## src/spw_char_pkg.sv

```systemverilog
// SpaceWire character definitions
// Character kinds, control codes, character lengths
// and the token passed from decode to execute

`default_nettype none

package spw_char_pkg;

	// Word widths
	localparam int N_CHAR_W = 9;
	localparam int DATA_W = 8;

	// Kinds of character the transmitter can send
	typedef enum logic [2:0] {
		NULL = 3'd0,
		FCT  = 3'd1,
		DATA = 3'd2,
		EOP  = 3'd3,
		EEP  = 3'd4
	} char_kind_t;

	// Control codes, bit 1 goes on the line first
	localparam logic [1:0] CODE_FCT = 2'b00;
	localparam logic [1:0] CODE_EOP = 2'b01;
	localparam logic [1:0] CODE_EEP = 2'b10;
	localparam logic [1:0] CODE_ESC = 2'b11;

	// Character lengths in bits, parity included
	localparam int NULL_LEN = 8;
	localparam int DATA_LEN = 10;
	localparam int CTRL_LEN = 4;

	typedef struct packed {
		char_kind_t kind;
		logic [DATA_W-1:0] data;
	} tx_token_t;

endpackage

`default_nettype wire

```

## src/spw_tx_pkg.sv

```systemverilog
// SpaceWire transmitter definitions
// Link states, credit defaults and the bit passed
// from execute to result

`default_nettype none

package spw_tx_pkg;

	// Link-up sequence
	typedef enum logic [1:0] {
		START     = 2'd0,
		NULL_ONLY = 2'd1,
		NULL_FCT  = 2'd2,
		RUN       = 2'd3
	} link_state_t;

	// --------------------
	// Flow control
	// --------------------

	// Credit counter range and step per received FCT
	localparam int CREDIT_MAX_DEF = 56;
	localparam int CREDIT_PER_FCT = 8;
	localparam int CREDIT_W = 6;

	// FCTs owed to the far end, also the start value
	localparam int FCT_OWED_MAX_DEF = 7;

	// One line bit with its qualifier
	typedef struct packed {
		logic valid;
		logic data;
	} line_bit_t;

endpackage

`default_nettype wire

```

## src/spw_tx_credit.sv

```systemverilog
// Transmit flow control counters
// Credit received from the far end and FCTs owed to it

`timescale 1ns/10ps
`default_nettype none

module spw_tx_credit #(
	parameter int CREDIT_MAX = spw_tx_pkg::CREDIT_MAX_DEF,
	parameter int FCT_OWED_MAX = spw_tx_pkg::FCT_OWED_MAX_DEF
) (
	input  logic pclk_tx,
	input  logic rst_i,
	input  logic enable_i,
	input  logic gotfct_i,
	input  logic fct_request_i,
	input  logic nchar_sent_i,
	input  logic fct_sent_i,
	output logic has_credit_o,
	output logic fct_owed_nz_o
);
	import spw_tx_pkg::*;

	localparam int OWED_W = $clog2(FCT_OWED_MAX + 1);

	logic [CREDIT_W-1:0] credit;
	logic [CREDIT_W:0] credit_sum;
	logic credit_add;
	logic [OWED_W-1:0] fct_owed;
	logic [OWED_W:0] owed_next;

	// A received FCT is dropped if it would overflow the range
	assign credit_sum = {1'b0, credit} + (CREDIT_W+1)'(CREDIT_PER_FCT);
	assign credit_add = gotfct_i && (credit_sum <= (CREDIT_W+1)'(CREDIT_MAX));

	// Send and request may land in the same cycle
	always_comb
	begin
		owed_next = {1'b0, fct_owed};
		if (fct_sent_i && fct_owed != '0)
			owed_next = owed_next - 1'b1;
		if (fct_request_i && owed_next < (OWED_W+1)'(FCT_OWED_MAX))
			owed_next = owed_next + 1'b1;
	end

	always_ff @(posedge pclk_tx)
	begin
		if (rst_i || !enable_i)
		begin
			credit <= '0;
			fct_owed <= OWED_W'(FCT_OWED_MAX);
		end
		else
		begin
			if (credit_add && nchar_sent_i)
				credit <= credit_sum[CREDIT_W-1:0] - 1'b1;
			else if (credit_add)
				credit <= credit_sum[CREDIT_W-1:0];
			else if (nchar_sent_i && credit != '0)
				credit <= credit - 1'b1;
			fct_owed <= owed_next[OWED_W-1:0];
		end
	end

	assign has_credit_o = (credit != '0);
	assign fct_owed_nz_o = (fct_owed != '0);

endmodule

`default_nettype wire

```

## src/spw_tx_scheduler.sv

```systemverilog
// Decode stage of the transmitter
// Link state machine, N-character decode and choice
// of the next token for the serializer

`timescale 1ns/10ps
`default_nettype none

module spw_tx_scheduler (
	input  logic pclk_tx,
	input  logic rst_i,
	input  logic enable_i,
	input  logic send_null_i,
	input  logic send_fct_i,
	input  logic write_i,
	input  logic [spw_char_pkg::N_CHAR_W-1:0] data_i,
	input  logic next_i,
	input  logic has_credit_i,
	input  logic fct_owed_nz_i,
	output spw_char_pkg::tx_token_t tok_o,
	output logic nchar_sent_o,
	output logic fct_sent_o,
	output logic data_ready_o
);
	import spw_char_pkg::*;
	import spw_tx_pkg::*;

	link_state_t state;
	link_state_t state_nxt;
	char_kind_t nchar_kind;
	logic is_nchar;

	// Flag set means EOP or EEP, bit 0 picks which
	always_comb
	begin
		if (!data_i[N_CHAR_W-1])
			nchar_kind = DATA;
		else if (data_i[0])
			nchar_kind = EEP;
		else
			nchar_kind = EOP;
	end

	// --------------------
	// Token choice
	// --------------------
	always_comb
	begin
		tok_o.kind = NULL;
		tok_o.data = '0;
		case (state)
			NULL_FCT:
			begin
				if (fct_owed_nz_i)
					tok_o.kind = FCT;
			end
			RUN:
			begin
				if (fct_owed_nz_i)
				begin
					tok_o.kind = FCT;
				end
				else if (write_i && has_credit_i)
				begin
					tok_o.kind = nchar_kind;
					tok_o.data = data_i[DATA_W-1:0];
				end
			end
			default:
			begin
				tok_o.kind = NULL;
			end
		endcase
	end

	assign is_nchar = (tok_o.kind == DATA) || (tok_o.kind == EOP) || (tok_o.kind == EEP);
	assign nchar_sent_o = next_i && is_nchar;
	assign fct_sent_o = next_i && (tok_o.kind == FCT);

	// --------------------
	// Link state machine
	// --------------------
	always_comb
	begin
		state_nxt = state;
		case (state)
			START:     if (send_null_i) state_nxt = NULL_ONLY;
			NULL_ONLY: if (send_fct_i) state_nxt = NULL_FCT;
			NULL_FCT:  if (has_credit_i) state_nxt = RUN;
			default:   state_nxt = RUN;
		endcase
	end

	// State moves only when the serializer takes a token
	always_ff @(posedge pclk_tx)
	begin
		if (rst_i || !enable_i)
		begin
			state <= START;
			data_ready_o <= 1'b0;
		end
		else
		begin
			if (next_i)
				state <= state_nxt;
			data_ready_o <= nchar_sent_o;
		end
	end

endmodule

`default_nettype wire

```

## src/spw_char_serializer.sv

```systemverilog
// Execute stage of the transmitter
// Latches tokens, builds each character with its parity
// and shifts it out one bit per clock

`timescale 1ns/10ps
`default_nettype none

module spw_char_serializer (
	input  logic pclk_tx,
	input  logic rst_i,
	input  logic enable_i,
	input  spw_char_pkg::tx_token_t tok_i,
	output logic next_o,
	output spw_tx_pkg::line_bit_t bit_o
);
	import spw_char_pkg::*;

	tx_token_t tok_q;
	logic busy;
	logic [3:0] bit_cnt;
	logic [3:0] last_idx;
	logic last_par;
	logic flag;
	logic par_bit;
	logic [DATA_LEN-1:0] frame;

	function automatic logic [3:0] char_len(input char_kind_t kind);
		case (kind)
			NULL:    return 4'(NULL_LEN);
			DATA:    return 4'(DATA_LEN);
			default: return 4'(CTRL_LEN);
		endcase
	endfunction

	// Parity of the bits after the flag; a NULL ends with its FCT part
	function automatic logic payload_par(input tx_token_t t);
		case (t.kind)
			DATA:    return ^t.data;
			EOP:     return ^CODE_EOP;
			EEP:     return ^CODE_EEP;
			default: return ^CODE_FCT;
		endcase
	endfunction

	// Character bits in line order, bit k goes out at count k
	function automatic logic [DATA_LEN-1:0] char_frame(input tx_token_t t, input logic p);
		logic inner_par;
		logic [DATA_LEN-1:0] f;
		inner_par = ~(1'b1 ^ (^CODE_ESC));
		case (t.kind)
			DATA: f = {t.data, 1'b0, p};
			EOP:  f = {6'b0, CODE_EOP[0], CODE_EOP[1], 1'b1, p};
			EEP:  f = {6'b0, CODE_EEP[0], CODE_EEP[1], 1'b1, p};
			FCT:  f = {6'b0, CODE_FCT[0], CODE_FCT[1], 1'b1, p};
			default:
			begin
				f = {2'b0, CODE_FCT[0], CODE_FCT[1], 1'b1, inner_par,
					CODE_ESC[0], CODE_ESC[1], 1'b1, p};
			end
		endcase
		return f;
	endfunction

	// --------------------
	// Parity and framing
	// --------------------
	assign flag = (tok_q.kind != DATA);
	assign par_bit = ~(flag ^ last_par);
	assign frame = char_frame(tok_q, par_bit);
	assign last_idx = char_len(tok_q.kind) - 4'd1;

	// Take a new token on the last bit, or straight away when idle
	assign next_o = busy ? (bit_cnt == last_idx) : enable_i;

	assign bit_o.valid = busy;
	assign bit_o.data = busy && frame[bit_cnt];

	// last_par starts at 0 so the first NULL has parity 0
	always_ff @(posedge pclk_tx)
	begin
		if (rst_i || !enable_i)
		begin
			busy <= 1'b0;
			bit_cnt <= '0;
			last_par <= 1'b0;
		end
		else if (next_o)
		begin
			if (busy)
				last_par <= payload_par(tok_q);
			busy <= 1'b1;
			bit_cnt <= '0;
		end
		else
		begin
			bit_cnt <= bit_cnt + 4'd1;
		end
	end

	always_ff @(posedge pclk_tx)
	begin
		if (next_o)
			tok_q <= tok_i;
	end

endmodule

`default_nettype wire

```

## src/spw_ds_encoder.sv

```systemverilog
// Result stage of the transmitter
// Data-strobe line encoding with registered outputs

`timescale 1ns/10ps
`default_nettype none

module spw_ds_encoder (
	input  logic pclk_tx,
	input  logic rst_i,
	input  logic enable_i,
	input  spw_tx_pkg::line_bit_t bit_i,
	output logic dout_o,
	output logic sout_o
);

	// Strobe flips when data repeats, so one line moves per bit
	always_ff @(posedge pclk_tx)
	begin
		if (rst_i || !enable_i)
		begin
			dout_o <= 1'b0;
			sout_o <= 1'b0;
		end
		else if (bit_i.valid)
		begin
			dout_o <= bit_i.data;
			if (bit_i.data == dout_o)
				sout_o <= ~sout_o;
		end
	end

endmodule

`default_nettype wire

```

## src/spw_tx_top.sv

```systemverilog
// SpaceWire transmitter top level
// Flow control counters, decode, execute and line encoder

`timescale 1ns/10ps
`default_nettype none

module spw_tx_top #(
	parameter int CREDIT_MAX = spw_tx_pkg::CREDIT_MAX_DEF,
	parameter int FCT_OWED_MAX = spw_tx_pkg::FCT_OWED_MAX_DEF
) (
	input  logic pclk_tx,
	input  logic rst_i,
	input  logic enable_i,
	input  logic send_null_i,
	input  logic send_fct_i,
	input  logic [spw_char_pkg::N_CHAR_W-1:0] data_i,
	input  logic write_i,
	input  logic gotfct_i,
	input  logic fct_request_i,
	output logic dout_o,
	output logic sout_o,
	output logic data_ready_o
);
	import spw_char_pkg::*;
	import spw_tx_pkg::*;

	tx_token_t tok;
	line_bit_t line_bit;
	logic next;
	logic nchar_sent;
	logic fct_sent;
	logic has_credit;
	logic fct_owed_nz;

	spw_tx_credit #(
		.CREDIT_MAX(CREDIT_MAX),
		.FCT_OWED_MAX(FCT_OWED_MAX)
	) u_credit (
		.pclk_tx(pclk_tx),
		.rst_i(rst_i),
		.enable_i(enable_i),
		.gotfct_i(gotfct_i),
		.fct_request_i(fct_request_i),
		.nchar_sent_i(nchar_sent),
		.fct_sent_i(fct_sent),
		.has_credit_o(has_credit),
		.fct_owed_nz_o(fct_owed_nz)
	);

	spw_tx_scheduler u_scheduler (
		.pclk_tx(pclk_tx),
		.rst_i(rst_i),
		.enable_i(enable_i),
		.send_null_i(send_null_i),
		.send_fct_i(send_fct_i),
		.write_i(write_i),
		.data_i(data_i),
		.next_i(next),
		.has_credit_i(has_credit),
		.fct_owed_nz_i(fct_owed_nz),
		.tok_o(tok),
		.nchar_sent_o(nchar_sent),
		.fct_sent_o(fct_sent),
		.data_ready_o(data_ready_o)
	);

	spw_char_serializer u_serializer (
		.pclk_tx(pclk_tx),
		.rst_i(rst_i),
		.enable_i(enable_i),
		.tok_i(tok),
		.next_o(next),
		.bit_o(line_bit)
	);

	spw_ds_encoder u_encoder (
		.pclk_tx(pclk_tx),
		.rst_i(rst_i),
		.enable_i(enable_i),
		.bit_i(line_bit),
		.dout_o(dout_o),
		.sout_o(sout_o)
	);

endmodule

`default_nettype wire

```

## config.mk

```make
export PLATFORM = sky130hd
export DESIGN_NAME = spw_tx_top
export DESIGN_NICKNAME = d
export VERILOG_FILES = /design/src/spw_char_pkg.sv /design/src/spw_tx_pkg.sv /design/src/spw_tx_credit.sv /design/src/spw_tx_scheduler.sv /design/src/spw_char_serializer.sv /design/src/spw_ds_encoder.sv /design/src/spw_tx_top.sv
export SDC_FILE = /design/constraint.sdc
export NUM_CORES = 1
export LEC_CHECK = 0
export BUFFER_PORTS_ARGS = -buffer_cell sky130_fd_sc_hd__buf_2
export CORE_ASPECT_RATIO = 0.75
export CORE_MARGIN = 4
export CORE_UTILIZATION = 40
export DETAILED_ROUTE_END_ITERATION = 6
export PLACE_DENSITY = 0.55
export SYNTH_ARGS = -nofsm -noshare
export SYNTH_HDL_FRONTEND = slang
export SYNTH_SLANG_ARGS = --single-unit
```

## constraint.sdc

```tcl
create_clock -name pclk_tx -period 3.4 [get_ports pclk_tx]
set_input_delay 0.85 -clock pclk_tx [delete_from_list [all_inputs] [get_ports pclk_tx]]
set_output_delay 0.85 -clock pclk_tx [all_outputs]
set_load 0.05 [all_outputs]
```

==> results of run 1 <==
## power by group
group / switching, W / total, W / internal (W)
Sequential: 0.0000139 / 0.000406 / 0.000392
Combinational: 0.0000443 / 0.0000811 / 0.0000369
Clock: 0.000141 / 0.000282 / 0.000141
Total: 0.000199 / 0.000769 / 0.000570
## stage by stage
stage / hold WS, ps / utilization (%) / cell area (µm²)
finish: 471 / 44.8 / 2410
global route: 481 / 44.8 / 2410
global placement: 457 / 43.3 / 2330
floorplan: 472 / - / 2240
detailed placement: 465 / 43.3 / 2330
CTS: 474 / 44.8 / 2410
## state kept, by name, indices dropped and copies added (netlist names)
signal                    flops
u_credit.credit               6
u_credit.fct_owed             3
u_encoder.dout_o              1
u_serializer.bit_cnt          4
u_serializer.tok_q           11
u_scheduler.data_ready_o      1
u_scheduler.state             2
u_encoder.sout_o              1
u_serializer.busy             1
u_serializer.last_par         1
## cell usage in the layout (no fill, tap or decap), drive strengths merged, types with 3 or more instances in the layout
| cell type | count |
|---|---|
| mux2i | 5 |
| xnor2 | 13 |
| and2 | 8 |
| ha | 11 |
| buf | 19 |
| nor3b | 5 |
| inv | 14 |
| nand2 | 15 |
| a21oi | 12 |
| nor3 | 5 |
| dfxtp | 20 |
| o211ai | 3 |
| nand3 | 11 |
| nand2b | 3 |
| xor2 | 3 |
| nand3b | 5 |
| clkbuf | 6 |
| o21ai | 9 |
| edfxtp | 11 |
| nor2 | 22 |
| nor2b | 3 |
| or3 | 3 |
| clkinv | 3 |
| and3 | 5 |
## tightest hold or removal path, delay by kind of cell (launching register included)
family        cells  cell delay, ps
flops             1             320
mux               1              50
simple gates      1              50
## layout make-up
cell class,instances,area (µm²)
repair buffers,19,95.1
multi-input cells,176,1340
clock inverters,2,8.76
fillers,529,2970
well taps,75,93.8
inverters,15,68.8
flip-flops and latches,31,731
clock buffers,6,72.6
## cells by family after synthesis
kind of cell | after synthesis
fa+ha+maj | 11
simple gates | 95
compound gates | 48
buf+inv | 25
flops | 31
xor+xnor | 16
mux | 6
## routing by layer
layer	vias to the layer above	global-route usage, %	part of all wire (%)
li1	869	-	-
met1	750	20.4	57
met2	23	17.4	39
met3	4	3.81	3.7
met4	0	4.33	0.91
met5	-	0	0
## path summary, 6_finish.rpt
check,start,end,slack (ps),depth (start not counted)
setup / recovery,u_serializer.bit_cnt[1],u_credit.fct_owed[1],640,10
hold / removal,u_encoder.sout_o,u_encoder.sout_o,470,2
setup reg to reg,u_serializer.bit_cnt[1],u_credit.fct_owed[1],640,10
hold reg to reg,u_encoder.sout_o,u_encoder.sout_o,470,2
==> qor.tcl, run 1 <==
set qor(outcome) {finished, final reports clean}
set qor(worst_ir_drop_vdd_mv) 0.171
set qor(clkTransAtPathRegs_ps) 60
set qor(setup_viol_count_final) 0
set qor(dp_hpwl_um) 3120
set qor(start_util_pct) 41.6
set qor(avgViaCountPerCell) 5.08
set qor(stdcell_count) 324
set qor(dp_cell_count) 316
set qor(vias_in_the_first_global_route) 1484
set qor(gpl.final_weighted_congestion) 0.797
set qor(detail_route.wirelength_um) 4180
set qor(synthAdderAreaFrac_pct) 6.15
set qor(cp_slowest_stage_delay_ps) 560
set qor(fin_tns_setup_ps) 0
set qor(chipHeight_um) 72.8
set qor(timing.critical_path.to_type) {register}
set qor(die_ar_um2) 6870
set qor(yosys_register_bits) 31
set qor(worst-setup-path-type) {reg -> reg}
set qor(number_of_top_level_pins) 20
set qor(netlist.top_cell.by_area) {sky130_fd_sc_hd__dfxtp_1}
set qor(fmax_ghz) 0.362
set qor(synth.yosys.seq_area_share_pct) 32.6
set qor(cts_max_path_buffers) 2
set qor(clock_insertion_delay_worst_skew_ps) 290
set qor(synthesized_area_fraction_occupied_by_and_or_nand_nor_cells_pct) 25.3
set qor(synth.distinct_cells) 65
set qor(synth_enable_flop_cells) 11
set qor(n_antenna_cell) 0
set qor(antenna_left) 0
set qor(drc) 0
set qor(final_critical_delay_including_setup_and_external_delays_ps) 2760
set qor(grt_remaining_overflow) 0
set qor(path_delay_family) {compound AO/OA/AOI/OAI gates}
set qor(timing.max_slew.rel_slack_pct) 58.5
set qor(fp.coreArea_um2) 5380
set qor(clock_sinks) 31
set qor(skew_ps) 8.20
set qor(post_syn_area_um2) 2240
set qor(grt_pass1_wl_um) 7130
set qor(cts_root_buf) {sky130_fd_sc_hd__clkbuf_8}
set qor(synthesis.yosys.warnings) 0
set qor(syn_to_final_growth_pct) 7.71
set qor(worst-path-max-fanout) 10
set qor(rsz0062_at_grt) {false}
set qor(timing.final.max_slew_violations) 0
set qor(synth_top_area_share_pct) 17.9
set qor(post_synth_most_frequent_cells) {21 x sky130_fd_sc_hd__nor2_1, 20 x sky130_fd_sc_hd__dfxtp_1, 14 x sky130_fd_sc_hd__inv_1, 13 x sky130_fd_sc_hd__nand2_1, 13 x sky130_fd_sc_hd__xnor2_1}
set qor(worst-slew-pin-transition_ps) 614
set qor(num_rows) 23
set qor(min_period_over_period_pct) 81.3
set qor(gr-usage-all-layers_pct) 13.3
set qor(compound_cell_area_share_of_the_yosys_netlist_pct) 19.3
set qor(clock_tree_from_tritoncts) {built}
set qor(combinational_family_with_the_most_area_after_synthesis) {simple AND/OR/NAND/NOR gates}
set qor(cts.htree.levels) 2
set qor(cts.repair_timing.setup_buffer_count) 0
set qor(hold_class) {reg -> reg}
set qor(synth_area_per_cell_um2) 9.65
set qor(critical_path_buf_inv_count) 0
set qor(top_ff_cell_synth) {sky130_fd_sc_hd__dfxtp_1}
set qor(p_leak_nw) 0.970
set qor(muxShareOfSynthArea_pct) 2.91
set qor(num-nets-final) 276
set qor(postSynth.asyncResetShare_pct) 0
set qor(drt_wl_cell_um) 12.9
set qor(worst_path_cell_trace) {nor3b_2 -> o21ai_4 -> o41ai_4 -> nor2_1 -> a21oi_1 -> ha_1 -> nand2_1 -> mux2_4 -> and3_1 -> a211o_1}
set qor(synth_most_common_cell) {sky130_fd_sc_hd__nor2_1}
set qor(final_setup_slack_of_the_worst_path_ps) 637
set qor(grt_max_degree) 21
set qor(worst_setup_sp_type) {register}
set qor(drt-initial-drc-count) 92
set qor(postCtsResizedCells) 0
set qor(timing.critical_path.arrival_ps) 2930
set qor(syn-num-nets) 260
set qor(antenna_found_initial) 0
set qor(final_layout_size_suffix_gt1_share_pct) 18.9
set qor(cellPowerDensity_nw_per_um2) 319
set qor(dpl_worst_slack_ps) 635
set qor(cp_data_required_time_ps) 3570
set qor(cpMaxStageDelayCell) {sky130_fd_sc_hd__dfxtp_1}
set qor(numCtsBuffers) 5
set qor(synthXorXnorAreaFrac_pct) 6.26
set qor(cap_violations) 0
set qor(holdBufCountCts) 0
set qor(detailedRoute.firstPassIterationCount) 4
set qor(netlist_instances) 232
set qor(portBuffers) 19
set qor(die_w_um) 94.4
set qor(totalPowerFinal_w) 0.000769
set qor(synth.top_cells.by_area) {sky130_fd_sc_hd__dfxtp_1 18%, sky130_fd_sc_hd__edfxtp_1 15%, sky130_fd_sc_hd__ha_1 6.1%}
set qor(num_vias) 1646
set qor(finalHoldViolations) 0
No activity file was read; power rests on OpenSTA's default activity.
==> inputs of run 2 (changes only) <==
Settings changed: PLACE_DENSITY 0.55 to 0.58.
Clock period 3.4 ns to 2.5 ns, I/O delays scaled along.
==> qor.tcl, run 2 (synthesis gave the netlist of run 1 again) <==
set qor(outcome) {finished with violations} ;# was finished, final reports clean
set qor(violations) {setup timing}
set qor(timing.max_slew.rel_slack_pct) 60.9 ;# was 58.5%
set qor(dp_hpwl_um) 3510 ;# was 3120 µm
set qor(grt_remaining_overflow) 0 ;# unchanged
set qor(critical_path_buf_inv_count) 1 ;# was 0
set qor(setup_viol_count_final) 2 ;# was 0
set qor(cap_violations) 0 ;# unchanged
set qor(final_layout_size_suffix_gt1_share_pct) 32.0 ;# was 18.9%
set qor(fp.coreArea_um2) 5380 ;# unchanged
set qor(cts_root_buf) {sky130_fd_sc_hd__clkbuf_8} ;# unchanged
set qor(number_of_top_level_pins) 20 ;# unchanged
set qor(startpoint_of_the_worst_hold_path) {u_encoder.sout_o} ;# unchanged
set qor(worst-setup-path-type) {reg -> reg} ;# unchanged
set qor(antenna_found_initial) 0 ;# unchanged
set qor(rsz0062_at_grt) {true} ;# was false
set qor(min_period_over_period_pct) 102 ;# was 81.3%
set qor(worst_setup_sp_type) {register} ;# unchanged
set qor(chipHeight_um) 72.8 ;# unchanged
set qor(timing.critical_path.to_type) {register} ;# unchanged
set qor(avgViaCountPerCell) 4.98 ;# was 5.08
set qor(worst-slew-pin-transition_ps) 578 ;# was 614 ps
set qor(die_w_um) 94.4 ;# unchanged
set qor(gpl.final_weighted_congestion) 0.825 ;# was 0.797
set qor(utilization_pct) 49.6 ;# was 44.8%
set qor(grt_pass1_wl_um) 7950 ;# was 7130 µm
set qor(detail_route.wirelength_um) 4770 ;# was 4180 µm
set qor(largest_register) {u_serializer.tok_q} ;# unchanged
set qor(totalPowerFinal_w) 0.00117 ;# was 0.000769 W
set qor(crit_start) {u_credit.fct_owed[0]} ;# was u_serializer.bit_cnt[1]
set qor(drt_wl_cell_um) 13.8 ;# was 12.9 µm
set qor(grt_max_degree) 21 ;# unchanged
set qor(path_delay_family) {compound AO/OA/AOI/OAI gates} ;# unchanged
set qor(drc) 0 ;# unchanged
set qor(drt-initial-drc-count) 80 ;# was 92
set qor(cp_data_required_time_ps) 2680 ;# was 3570 ps
set qor(portBuffers) 19 ;# unchanged
set qor(cts.htree.levels) 2 ;# unchanged
set qor(worst_ir_drop_vdd_mv) 0.250 ;# was 0.171 mV
set qor(finalHoldViolations) 0 ;# unchanged
set qor(worst_path_cell_trace) {inv_2 -> ha_4 -> and2b_2 -> o41ai_4 -> nor2_1 -> a21oi_2 -> ha_2 -> nand2_1 -> mux2_4 -> and3_4 -> a211o_1} ;# was nor3b_2 -> o21ai_4 -> o41ai_4 -> nor2_1 -> a21oi_1 -> ha_1 -> nand2_1 -> mux2_4 -> and3_1 -> a211o_1
set qor(numCtsBuffers) 5 ;# unchanged
set qor(cpMaxStageDelayCell) {sky130_fd_sc_hd__o41ai_4} ;# was sky130_fd_sc_hd__dfxtp_1
set qor(hold_class) {reg -> reg} ;# unchanged
set qor(worst-path-max-fanout) 3 ;# was 10
set qor(cts_max_path_buffers) 2 ;# unchanged
set qor(cellPowerDensity_nw_per_um2) 438 ;# was 319 nW/µm²
set qor(largest_register_ffs) 11 ;# unchanged
set qor(clock_insertion_delay_worst_skew_ps) 290 ;# about the same
set qor(start_util_pct) 41.6 ;# unchanged
set qor(fin_tns_setup_ps) -83.4 ;# was 0 ps
set qor(reg.largest.list) {u_serializer.tok_q x11, u_credit.credit x6, u_serializer.bit_cnt x4} ;# unchanged
set qor(dp_cell_count) 336 ;# was 316
set qor(final_setup_slack_of_the_worst_path_ps) -42.6 ;# was 637 ps
set qor(detailedRoute.firstPassIterationCount) 4 ;# unchanged
set qor(clock_tree_from_tritoncts) {built} ;# unchanged
set qor(p_leak_nw) 1.09 ;# was 0.970 nW
set qor(num_vias) 1727 ;# was 1,646
set qor(final_critical_delay_including_setup_and_external_delays_ps) 2540 ;# was 2760 ps
set qor(n_antenna_cell) 0 ;# unchanged
set qor(final_common_cell) {sky130_fd_sc_hd__buf_4} ;# was sky130_fd_sc_hd__nor2_1
set qor(skew_ps) 5.15 ;# was 8.20 ps
set qor(num-nets-final) 299 ;# was 276
set qor(clock_sinks) 31 ;# unchanged
set qor(timing.critical_path.arrival_ps) 2720 ;# was 2930 ps
set qor(die_ar_um2) 6870 ;# unchanged
set qor(stdcell_count) 347 ;# was 324
set qor(fmax_ghz) 0.393 ;# was 0.362 GHz
set qor(timing.final.max_slew_violations) 0 ;# unchanged
set qor(syn_to_final_growth_pct) 19.1 ;# was 7.71%
set qor(cp_slowest_stage_delay_ps) 440 ;# was 560 ps
set qor(clkTransAtPathRegs_ps) 70 ;# was 60 ps
set qor(antenna_left) 0 ;# unchanged
set qor(gr-usage-all-layers_pct) 14.9 ;# was 13.3%
set qor(num_rows) 23 ;# unchanged
set qor(vias_in_the_first_global_route) 1660 ;# was 1,484
set qor(layout_common_cells) {22 x sky130_fd_sc_hd__buf_4, 21 x sky130_fd_sc_hd__nor2_1, 19 x sky130_fd_sc_hd__buf_2} ;# was 21 x sky130_fd_sc_hd__nor2_1, 20 x sky130_fd_sc_hd__dfxtp_1, 19 x sky130_fd_sc_hd__buf_2
set qor(crit-reg2reg-launch) {u_credit.fct_owed[0]} ;# was u_serializer.bit_cnt[1]
[run 2: changes by cell type in the layout (fill, tap and decap cells not counted), moves of 2 or more]
cell / previous run / this run
sky130_fd_sc_hd__dfxtp_2: 0 / 4
sky130_fd_sc_hd__and3_1: 4 / 2
sky130_fd_sc_hd__inv_1: 14 / 12
sky130_fd_sc_hd__buf_4: 0 / 22
sky130_fd_sc_hd__and3_4: 1 / 3
sky130_fd_sc_hd__ha_1: 11 / 9
sky130_fd_sc_hd__a21oi_1: 12 / 10
sky130_fd_sc_hd__inv_2: 0 / 2
sky130_fd_sc_hd__a21oi_2: 0 / 2
sky130_fd_sc_hd__dfxtp_1: 20 / 16
[run 2: through the flow]
step | setup slack (ps) | instance area [µm²] | hold WS (ps)
finish | -42.6 | 2670 | 484
global route | -159 | 2670 | 528
CTS | -61.8 | 2610 | 488
detailed placement | -52.1 | 2480 | 478
global placement | 14.8 | 2480 | 452
floorplan | 43.5 | 2240 | 472
[run 2: repair_timing]
item	in CTS	in global routing
buffers inserted	1	2
setup endpoints to repair	2	2
hold buffers	0	0
gates resized for setup	4	14
pin swaps	1	6
[run 2: area by class of cell]
class	instances	area, µm²
tap	75	93.8
fill	521	2710
inverter	15	68.8
clock buffer	5	68.8
multi-input combinational	176	1390
sequential	31	736
timing repair buffer	42	272
clock inverter	3	38.8
[run 2: final timing paths]
| path | to | slack (ps) | cells past startpoint |
|---|---|---|---|
| min reg2reg | u_encoder.sout_o | 480 | 2 |
| max reg2reg | u_credit.fct_owed[1] | -40 | 11 |
| max | u_credit.fct_owed[1] | -40 | 11 |
| min | u_encoder.sout_o | 480 | 2 |
[run 2: where the power goes]
group | switching [W] | total, W | internal, W
registers | 0.00000959 | 0.000543 | 0.000533
logic | 0.0000738 | 0.000134 | 0.0000599
clock network | 0.000200 | 0.000492 | 0.000292
[run 2: layer usage]
metal | share of wire [%] | GRT usage (%) | up-vias
met5 | 0 | 0 | -
met4 | 1.2 | 4.81 | 0
met3 | 3.5 | 3.20 | 5
met2 | 41 | 20.5 | 22
met1 | 54 | 22.8 | 792
li1 | - | - | 908
[run 2: worst reg2reg max path, delay by kind of cell, from the launching register on]
kind	cells	cell delay, ps
buffers and inverters	1	50
DFF	1	340
AOI/OAI and AO/OA	3	830
muxes	1	280
adders and majority gates	2	380
and+or+nand+nor	4	550
